File: config.mk
export PLATFORM = sky130hd
export DESIGN_NAME = fe_top
export DESIGN_NICKNAME = d
export VERILOG_FILES = /design/src/rtl/fe_cfg_pkg.sv /design/src/rtl/fe_types_pkg.sv /design/src/rtl/fe_top.sv /design/src/rtl/fe_pc_gen.sv /design/src/rtl/fe_pc_sel.sv /design/src/rtl/fe_ras.sv /design/src/rtl/fe_btb.sv
export SDC_FILE = /design/constraint.sdc
export NUM_CORES = 1
export LEC_CHECK = 0
export BUFFER_PORTS_ARGS = -buffer_cell sky130_fd_sc_hd__buf_2
export CAP_MARGIN = 20
export CORE_UTILIZATION = 55
export DETAILED_ROUTE_END_ITERATION = 6
export GPL_TIMING_DRIVEN = 1
export PLACE_DENSITY = 0.76
export SLEW_MARGIN = 20
export SYNTH_ARGS = -nofsm -noshare
export SYNTH_HDL_FRONTEND = slang
export SYNTH_SLANG_ARGS = --single-unit
File: constraint.sdc
create_clock -name clk -period 7.35 [get_ports clk]
set_input_delay 0.3675 -clock clk [delete_from_list [all_inputs] [get_ports clk]]
set_output_delay 0.3675 -clock clk [all_outputs]
set_load 0.05 [all_outputs]
File: src/rtl/fe_cfg_pkg.sv
package fe_cfg_pkg;

    // Address and instruction width of the core
    localparam int XLEN = 32;

    // Direct-mapped BTB geometry
    localparam int BTB_ENTRIES = 16;
    localparam int BTB_IDX_W = 4;

    // Tag holds every PC bit above the index and the byte offset
    localparam int BTB_TAG_W = XLEN - 6;

    // Return address stack geometry
    localparam int RAS_DEPTH = 4;
    localparam int RAS_PTR_W = 2;

    // First fetch address after reset
    localparam logic [XLEN-1:0] RESET_PC = 32'h0000_0100;

endpackage
File: src/rtl/fe_types_pkg.sv
package fe_types_pkg;

    // Vectors whose width carries a meaning
    typedef logic [fe_cfg_pkg::XLEN-1:0] pc_t;
    typedef logic [fe_cfg_pkg::BTB_IDX_W-1:0] btb_idx_t;
    typedef logic [fe_cfg_pkg::BTB_TAG_W-1:0] btb_tag_t;
    typedef logic [fe_cfg_pkg::RAS_PTR_W-1:0] ras_ptr_t;

    // One extra bit so a full stack can be told apart from an empty one
    typedef logic [fe_cfg_pkg::RAS_PTR_W:0] ras_cnt_t;

    // Source of the next fetch PC as seen by the PC register
    typedef enum logic [1:0] {
        PC_SEL_SEQ       = 2'b00,
        PC_SEL_PREDICTED = 2'b01,
        PC_SEL_REDIRECT  = 2'b10
    } pc_sel_t;

    // Redirect from EX or MEM
    typedef struct packed {
        logic valid;
        pc_t  target;
    } fe_redirect_t;

    // Static prediction and instruction class from decode
    typedef struct packed {
        logic predicted;
        pc_t  target;
        logic is_jalr;
    } fe_id_pred_t;

    // Training write for the BTB
    typedef struct packed {
        logic valid;
        pc_t  pc;
        pc_t  target;
        logic taken;
        logic is_return;
    } fe_btb_upd_t;

    // A call seen in decode pushes its return address
    typedef struct packed {
        logic valid;
        pc_t  ret_addr;
    } fe_ras_push_t;

    // Result of one BTB lookup
    typedef struct packed {
        logic hit;
        logic taken;
        logic is_return;
        pc_t  target;
    } fe_btb_look_t;

    // Newest stack entry
    typedef struct packed {
        logic valid;
        pc_t  target;
    } fe_ras_top_t;

    // Prediction report at the front-end boundary
    typedef struct packed {
        pc_sel_t pc_sel;
        logic    btb_pred_taken;
        logic    ras_pred_taken;
    } fe_pred_t;

endpackage

File: src/rtl/fe_top.sv
`timescale 1ns/1ns

module fe_top (
    input  logic                       clk,
    input  logic                       arst_n,
    input  fe_types_pkg::fe_redirect_t mem_redirect,
    input  fe_types_pkg::fe_redirect_t ex_redirect,
    input  fe_types_pkg::fe_id_pred_t  id_pred,
    input  fe_types_pkg::fe_btb_upd_t  btb_upd,
    input  fe_types_pkg::fe_ras_push_t ras_push,
    output fe_types_pkg::pc_t          pc,
    output fe_types_pkg::fe_pred_t     pred
);

    fe_types_pkg::fe_btb_look_t btb_if;
    fe_types_pkg::fe_btb_look_t btb_id;
    fe_types_pkg::fe_ras_top_t  ras_top;
    logic                       ras_pop;
    fe_types_pkg::pc_sel_t      sel;
    fe_types_pkg::pc_t          pred_target;
    fe_types_pkg::pc_t          redirect_target;

    // BTB looks up the current fetch PC
    fe_btb i_fe_btb (
        .clk     (clk),
        .arst_n  (arst_n),
        .pc      (pc),
        .btb_upd (btb_upd),
        .btb_if  (btb_if),
        .btb_id  (btb_id)
    );

    // Pushed from decode, popped by the arbiter
    fe_ras i_fe_ras (
        .clk      (clk),
        .arst_n   (arst_n),
        .ras_push (ras_push),
        .ras_pop  (ras_pop),
        .ras_top  (ras_top)
    );

    fe_pc_sel i_fe_pc_sel (
        .mem_redirect    (mem_redirect),
        .ex_redirect     (ex_redirect),
        .id_pred         (id_pred),
        .btb_if          (btb_if),
        .btb_id          (btb_id),
        .ras_top         (ras_top),
        .sel             (sel),
        .pred_target     (pred_target),
        .redirect_target (redirect_target),
        .ras_pop         (ras_pop),
        .pred            (pred)
    );

    // Selected PC appears on pc one cycle later
    fe_pc_gen i_fe_pc_gen (
        .clk             (clk),
        .arst_n          (arst_n),
        .sel             (sel),
        .pred_target     (pred_target),
        .redirect_target (redirect_target),
        .pc              (pc)
    );

endmodule

File: src/rtl/fe_pc_gen.sv
`timescale 1ns/1ns

module fe_pc_gen (
    input  logic                  clk,
    input  logic                  arst_n,
    input  fe_types_pkg::pc_sel_t sel,
    input  fe_types_pkg::pc_t     pred_target,
    input  fe_types_pkg::pc_t     redirect_target,
    output fe_types_pkg::pc_t     pc
);

    fe_types_pkg::pc_t pc_next;

    // Next-PC mux
    always_comb begin
        case (sel)
            fe_types_pkg::PC_SEL_REDIRECT:  pc_next = redirect_target;
            fe_types_pkg::PC_SEL_PREDICTED: pc_next = pred_target;
            // Sequential fetch moves one 32-bit instruction ahead
            default:                        pc_next = pc + fe_types_pkg::pc_t'(4);
        endcase
    end

    // Fetch PC register
    always_ff @(posedge clk or negedge arst_n) begin
        if (!arst_n) begin
            pc <= fe_cfg_pkg::RESET_PC;
        end else begin
            pc <= pc_next;
        end
    end

endmodule

File: src/rtl/fe_pc_sel.sv
`timescale 1ns/1ns

module fe_pc_sel (
    input  fe_types_pkg::fe_redirect_t mem_redirect,
    input  fe_types_pkg::fe_redirect_t ex_redirect,
    input  fe_types_pkg::fe_id_pred_t  id_pred,
    input  fe_types_pkg::fe_btb_look_t btb_if,
    input  fe_types_pkg::fe_btb_look_t btb_id,
    input  fe_types_pkg::fe_ras_top_t  ras_top,
    output fe_types_pkg::pc_sel_t      sel,
    output fe_types_pkg::pc_t          pred_target,
    output fe_types_pkg::pc_t          redirect_target,
    output logic                       ras_pop,
    output fe_types_pkg::fe_pred_t     pred
);

    logic ras_early;
    logic ras_late;
    logic ras_pred_valid;
    logic btb_pred_valid;

    // Choice among predictions only, before redirects override it
    fe_types_pkg::pc_sel_t pred_sel;
    logic ras_chosen;

    // A BTB hit flagged as a return lets the stack answer already in IF
    assign ras_early = btb_if.hit && btb_if.is_return;

    // A JALR reaching decode without that early mark falls back to the stack here
    assign ras_late = id_pred.is_jalr && !(btb_id.hit && btb_id.is_return);

    // The stack can only answer when it holds something
    assign ras_pred_valid = ras_top.valid && (ras_early || ras_late);
    assign btb_pred_valid = btb_if.hit && btb_if.taken;

    // Decode knows the instruction for sure, so it beats IF speculation
    // RAS outranks BTB because returns need the stacked address, not a fixed one
    always_comb begin
        pred_sel    = fe_types_pkg::PC_SEL_SEQ;
        pred_target = id_pred.target;
        ras_chosen  = 1'b0;
        if (id_pred.predicted) begin
            pred_sel = fe_types_pkg::PC_SEL_PREDICTED;
        end else if (ras_pred_valid) begin
            pred_sel    = fe_types_pkg::PC_SEL_PREDICTED;
            pred_target = ras_top.target;
            ras_chosen  = 1'b1;
        end else if (btb_pred_valid) begin
            pred_sel    = fe_types_pkg::PC_SEL_PREDICTED;
            pred_target = btb_if.target;
        end
    end

    // MEM resolves the oldest instruction and wins over EX
    always_comb begin
        sel             = pred_sel;
        redirect_target = '0;
        if (mem_redirect.valid) begin
            sel             = fe_types_pkg::PC_SEL_REDIRECT;
            redirect_target = mem_redirect.target;
        end else if (ex_redirect.valid) begin
            sel             = fe_types_pkg::PC_SEL_REDIRECT;
            redirect_target = ex_redirect.target;
        end
    end

    // The stack pops only when its target is really fetched
    assign ras_pop = ras_chosen && !mem_redirect.valid && !ex_redirect.valid;

    // Source flags for the hazard logic do not depend on redirects
    // An early return counts as a BTB prediction even when its taken bit is clear
    assign pred.pc_sel         = sel;
    assign pred.btb_pred_taken = !id_pred.predicted && (btb_pred_valid || ras_early);
    assign pred.ras_pred_taken = !id_pred.predicted && ras_late;

endmodule

File: src/rtl/fe_ras.sv
`timescale 1ns/1ns

module fe_ras (
    input  logic                       clk,
    input  logic                       arst_n,
    input  fe_types_pkg::fe_ras_push_t ras_push,
    input  logic                       ras_pop,
    output fe_types_pkg::fe_ras_top_t  ras_top
);

    fe_types_pkg::pc_t stack_q[fe_cfg_pkg::RAS_DEPTH];

    // Pointer addresses the newest entry
    fe_types_pkg::ras_ptr_t ptr_q;
    fe_types_pkg::ras_cnt_t cnt_q;

    logic pop_ok;
    logic full;

    // Popping an empty stack does nothing
    assign pop_ok = ras_pop && (cnt_q != '0);
    assign full   = (cnt_q == fe_types_pkg::ras_cnt_t'(fe_cfg_pkg::RAS_DEPTH));

    assign ras_top.valid  = (cnt_q != '0);
    assign ras_top.target = stack_q[ptr_q];

    // Pointer and fill count
    always_ff @(posedge clk or negedge arst_n) begin
        if (!arst_n) begin
            ptr_q <= '0;
            cnt_q <= '0;
        end else if (ras_push.valid && !pop_ok) begin
            ptr_q <= ptr_q + 1'b1;
            // Wraps over the oldest entry once full, so the count saturates
            if (!full) begin
                cnt_q <= cnt_q + 1'b1;
            end
        end else if (pop_ok && !ras_push.valid) begin
            ptr_q <= ptr_q - 1'b1;
            cnt_q <= cnt_q - 1'b1;
        end
    end

    // Entry storage
    always_ff @(posedge clk) begin
        if (ras_push.valid) begin
            // Push with pop swaps the top in place
            if (pop_ok) begin
                stack_q[ptr_q] <= ras_push.ret_addr;
            end else begin
                stack_q[ptr_q + 1'b1] <= ras_push.ret_addr;
            end
        end
    end

endmodule

File: src/rtl/fe_btb.sv
`timescale 1ns/1ns

module fe_btb (
    input  logic                       clk,
    input  logic                       arst_n,
    input  fe_types_pkg::pc_t          pc,
    input  fe_types_pkg::fe_btb_upd_t  btb_upd,
    output fe_types_pkg::fe_btb_look_t btb_if,
    output fe_types_pkg::fe_btb_look_t btb_id
);

    // Each row holds a valid bit, tag, target, taken bit and return flag
    logic [fe_cfg_pkg::BTB_ENTRIES-1:0] valid_q;
    fe_types_pkg::btb_tag_t tag_q[fe_cfg_pkg::BTB_ENTRIES];
    fe_types_pkg::pc_t target_q[fe_cfg_pkg::BTB_ENTRIES];
    logic [fe_cfg_pkg::BTB_ENTRIES-1:0] taken_q;
    logic [fe_cfg_pkg::BTB_ENTRIES-1:0] ret_q;

    fe_types_pkg::btb_idx_t look_idx;
    fe_types_pkg::btb_tag_t look_tag;
    fe_types_pkg::btb_idx_t upd_idx;
    fe_types_pkg::btb_tag_t upd_tag;

    // Index sits just above the byte offset and the tag takes the rest
    assign look_idx = pc[fe_cfg_pkg::BTB_IDX_W+1:2];
    assign look_tag = pc[fe_cfg_pkg::XLEN-1:fe_cfg_pkg::BTB_IDX_W+2];
    assign upd_idx  = btb_upd.pc[fe_cfg_pkg::BTB_IDX_W+1:2];
    assign upd_tag  = btb_upd.pc[fe_cfg_pkg::XLEN-1:fe_cfg_pkg::BTB_IDX_W+2];

    // IF-stage lookup is purely combinational from the fetch PC
    // A write in this cycle only shows up from the next cycle on
    always_comb begin
        btb_if.hit       = valid_q[look_idx] && (tag_q[look_idx] == look_tag);
        btb_if.taken     = taken_q[look_idx];
        btb_if.is_return = ret_q[look_idx];
        btb_if.target    = target_q[look_idx];
    end

    // Valid bits
    always_ff @(posedge clk or negedge arst_n) begin
        if (!arst_n) begin
            valid_q <= '0;
        end else if (btb_upd.valid) begin
            valid_q[upd_idx] <= 1'b1;
        end
    end

    // Every update overwrites the row payload regardless of what was there
    always_ff @(posedge clk) begin
        if (btb_upd.valid) begin
            tag_q[upd_idx]    <= upd_tag;
            target_q[upd_idx] <= btb_upd.target;
            taken_q[upd_idx]  <= btb_upd.taken;
            ret_q[upd_idx]    <= btb_upd.is_return;
        end
    end

    // The lookup follows the instruction into decode
    // The arbiter uses it to see whether a JALR was already predicted early
    always_ff @(posedge clk or negedge arst_n) begin
        if (!arst_n) begin
            btb_id <= '0;
        end else begin
            btb_id <= btb_if;
        end
    end

endmodule

==> reports/metrics.yaml <==
clock_tree:
  clk_latency_ns: 0.69
  numCtsBuffers: 110
  root_buffer: "clkbuf_16"
  cts_htree_levels: 3
  cts.path.max_buffers: 3
  ctsResizeCount: 0
  cts_hold_buf: 69
  post_cts_buffers: 0
  clk_pin_slew_ns: 0.06
  cts_tree: "built"
  clock_sinks: 1143
detailed_routing:
  via_count: 25880
  viasPerCell: 6.717
  post_drt_wl_per_cell_microns: 33.19
  drtAntennaViolNets: 0
  drc: 16
  first_pass_iters: 7
  drt_iter0_drc: 3095
  routed_wl_mm: 127.9
pwr:
  p_comb_share_pct: 14.9
  p_int_mw: 11.75
  cellLeakagePower_nw: 17.63
  ir_worst_vdd_mv: 0.2944
  sw_frac_of_total_pct: 25.66
  p_clk_share_pct: 36.4
  powerDensity_nw_per_um2: 297.0
  p_switching_mw: 4.055
  pwr-share-seq_pct: 48.8
  total_power_mw: 15.81
layout:
  finalCoreUtilization_pct: 63.79
  mostFrequentLayoutCell: "edfxtp_1"
  area_delta_synth_final_pct: 14.99
  layout.nets: 2876
  final_cell_mix: "edfxtp_1 (1088), mux4_2 (265), buf_2 (235)"
  drive_above_1_share_pct: 29.26
  postLayoutCellArea_sq_um: 53220
  n_fill_cell: 5483
sta:
  slew_violations: 0
  fmax_mhz: 151.3
  report.final.setup_viol: 0
  finalHoldViolations: 0
  slew_headroom_pct: 22.89
  rsz0062_at_grt: "no"
  fin_crit_sh_pct: 89.90
  skew_ns: 0.02742
  final.min_clock_period_ns: 6.608
  worst_pin_slew_ns: 1.154
  setup_tns_ns: 0
global_routing:
  grt_pass1_wl_mm: 182.3
  overflow: 0
  grt_start_max_net_pins: 139
  grt_pass1_vias: 26292
  antenna_found_initial: 21
  grt_util_all_layers_pct: 30.18
outcome:
  status: "finished, violations left"
  failed_checks: "DRC"
synth:
  synth_top_area_share_pct: 70.59
  synth_compound_area_share_pct: 4.793
  synth_edf_count: 1088
  synth-simple-area-share_pct: 3.331
  synth_fa_ha_area_share_pct: 0.1514
  synth.avg_cell_area_sq_um: 19.94
  async_reset_ff_share_pct: 4.812
  synth-xor-area-share_pct: 0.7759
  synthDistinctLibCells: 85
  yosysWarnings: 0
  synth_cells: 2321
  synthMuxAreaShare_pct: 15.46
  netlist_area_sq_um: 46280
  synthTopCellsByArea: "edfxtp_1 (71%), mux4_2 (13%), dfrtp_1 (2.9%), mux2i_1 (2.4%), a22oi_1 (1.0%)"
  synth_top_family_by_area: "multiplexers"
  synth_area_leader_cell: "edfxtp_1"
  yosysSeqAreaShare_pct: 73.57
  syn_nets: 2528
  synthFlopType: "edfxtp_1"
  ys_ff_latch: 1143
setup_path:
  crit_start: "i_fe_pc_gen.pc[2]"
  rrSetupSlack_ns: 1.03
  reg2reg_from: "i_fe_pc_gen.pc[2]"
  start_kind: "flop"
  crit_path_end_kind: "primary output"
  path_max_fanout: 97
  criticalPathCategory: "reg2out"
  critical_path_required_ns: 6.98
  crit_arrival_ns: 6.24
floorplanning:
  core_sq_um: 83420
  die_h_microns: 292.1
  rows: 106
  io_pins: 238
  initial_core_util_pct: 55.48
  dieArea_sq_um: 85310
  dieWidth_microns: 292.1
job:
  maxCapViolCount: 0
placement:
  dp_hpwl_mm: 77.14
  dpl-instance-area_sq_um: 48790
  gp_congestion: 0.9866
  numPortBuffers: 235
worst_hold_path:
  hold_start: "id_pred[20]"
  hold_class: "in2reg"
==> sequential cells by signal, summed over array words and instances, names as in the netlist <==
register and count:
i_fe_btb.btb_id 2, i_fe_btb.ret_q 16, i_fe_btb.tag_q 416, i_fe_btb.taken_q 16, i_fe_btb.target_q 512, i_fe_btb.valid_q 16
i_fe_pc_gen.pc 32, i_fe_ras.cnt_q 3, i_fe_ras.ptr_q 2, i_fe_ras.stack_q 128
==> kinds of logic after synthesis <==
group / count (synthesis)
AOI/OAI and AO/OA: 292
DFF: 1143
buffers and inverters: 184
and+or+nand+nor: 275
xor gates and xnor gates: 41
adders and majority gates: 5
muxes: 381
==> layout make-up <==
class / instances / area [sq um] / area share [%]
multi-input combinational: 994 / 11490 / 21.58
clock inverter: 76 / 804.5 / 1.512
tap: 1080 / 1351 / 2.539
antenna: 8 / 20.02 / 0.03762
timing repair buffer: 369 / 2392 / 4.495
clock buffer: 132 / 2907 / 5.462
sequential: 1143 / 34060 / 64.01
inverter: 51 / 192.7 / 0.3621
==> through the flow <==
step	setup slack (ns)	cells	hold slack, ns
CTS	0.7083	3845	0.0005185
detailed placement	1.088	3568	0.4541
global route	0.3525	3849	0.03251
floorplan	0.9584	2321	0.07191
global placement	1.189	3568	0.4458
finish	0.7423	3853	0.02672
==> layer usage <==
| layer | GRT usage (%) | up-vias | routed length, microns |
|---|---|---|---|
| li1 | - | 10443 | - |
| met1 | 39.68 | 13401 | 46360 |
| met2 | 49.18 | 1685 | 62890 |
| met3 | 7.124 | 335 | 13330 |
| met4 | 11.71 | 16 | 5201 |
| met5 | 0 | - | 104 |
==> Yosys cell counts (all sizes together), types with 8 or more instances <==
library cell,n
a2111oi,11
a211oi,33
a21oi,20
a22o,15
a22oi,63
a311oi,28
and3,17
buf,79
clkbuf,54
dfrtp,54
edfxtp,1088
inv,49
mux2i,109
mux4,266
nand2,40
nand2b,8
nand3,28
nand4,13
nor2,64
nor2b,14
nor3,16
nor4,8
o21ai,36
o221ai,30
o22ai,9
or2,20
or4,8
xnor2,30
xor2,11
==> path summary, 6_finish.rpt <==
path / to / cells past startpoint
setup / recovery: pred[2] / 10
hold / removal: i_fe_pc_gen.pc[19] / 3
setup reg to reg: i_fe_pc_gen.pc[2] / 10
hold reg to reg: i_fe_btb.valid_q[12] / 1
max in group asynchronous: i_fe_pc_gen.pc[4] / 3
min in group asynchronous: i_fe_pc_gen.pc[21] / 3
==> worst max-delay path: stages (launching register included) <==
cell and delay (ns):
dfrtp_4 1.06, buf_12 0.62, buf_4 0.87, mux4_2 0.60, mux4_2 0.57, nand2b_1 0.16, nor4_4 0.07, nor3_2 0.52
a21o_1 0.56, inv_1 0.10, buf_2 0.23
==> power groups by stage <==
| stage | Clock (mW) | Combinational [mW] | Sequential (mW) |
|---|---|---|---|
| 4_1_cts | 5.79 | 2.33 | 7.71 |
| 6_report | 5.75 | 2.35 | 7.71 |
| 2_1_floorplan | 0 | 1.51 | 7.75 |
| 3_5_place_dp | 0 | 2.28 | 7.84 |
| 3_3_place_gp | 0 | 2.24 | 7.81 |
| 5_1_grt | 6.03 | 2.45 | 7.73 |
(Power assumes the default switching activity.)
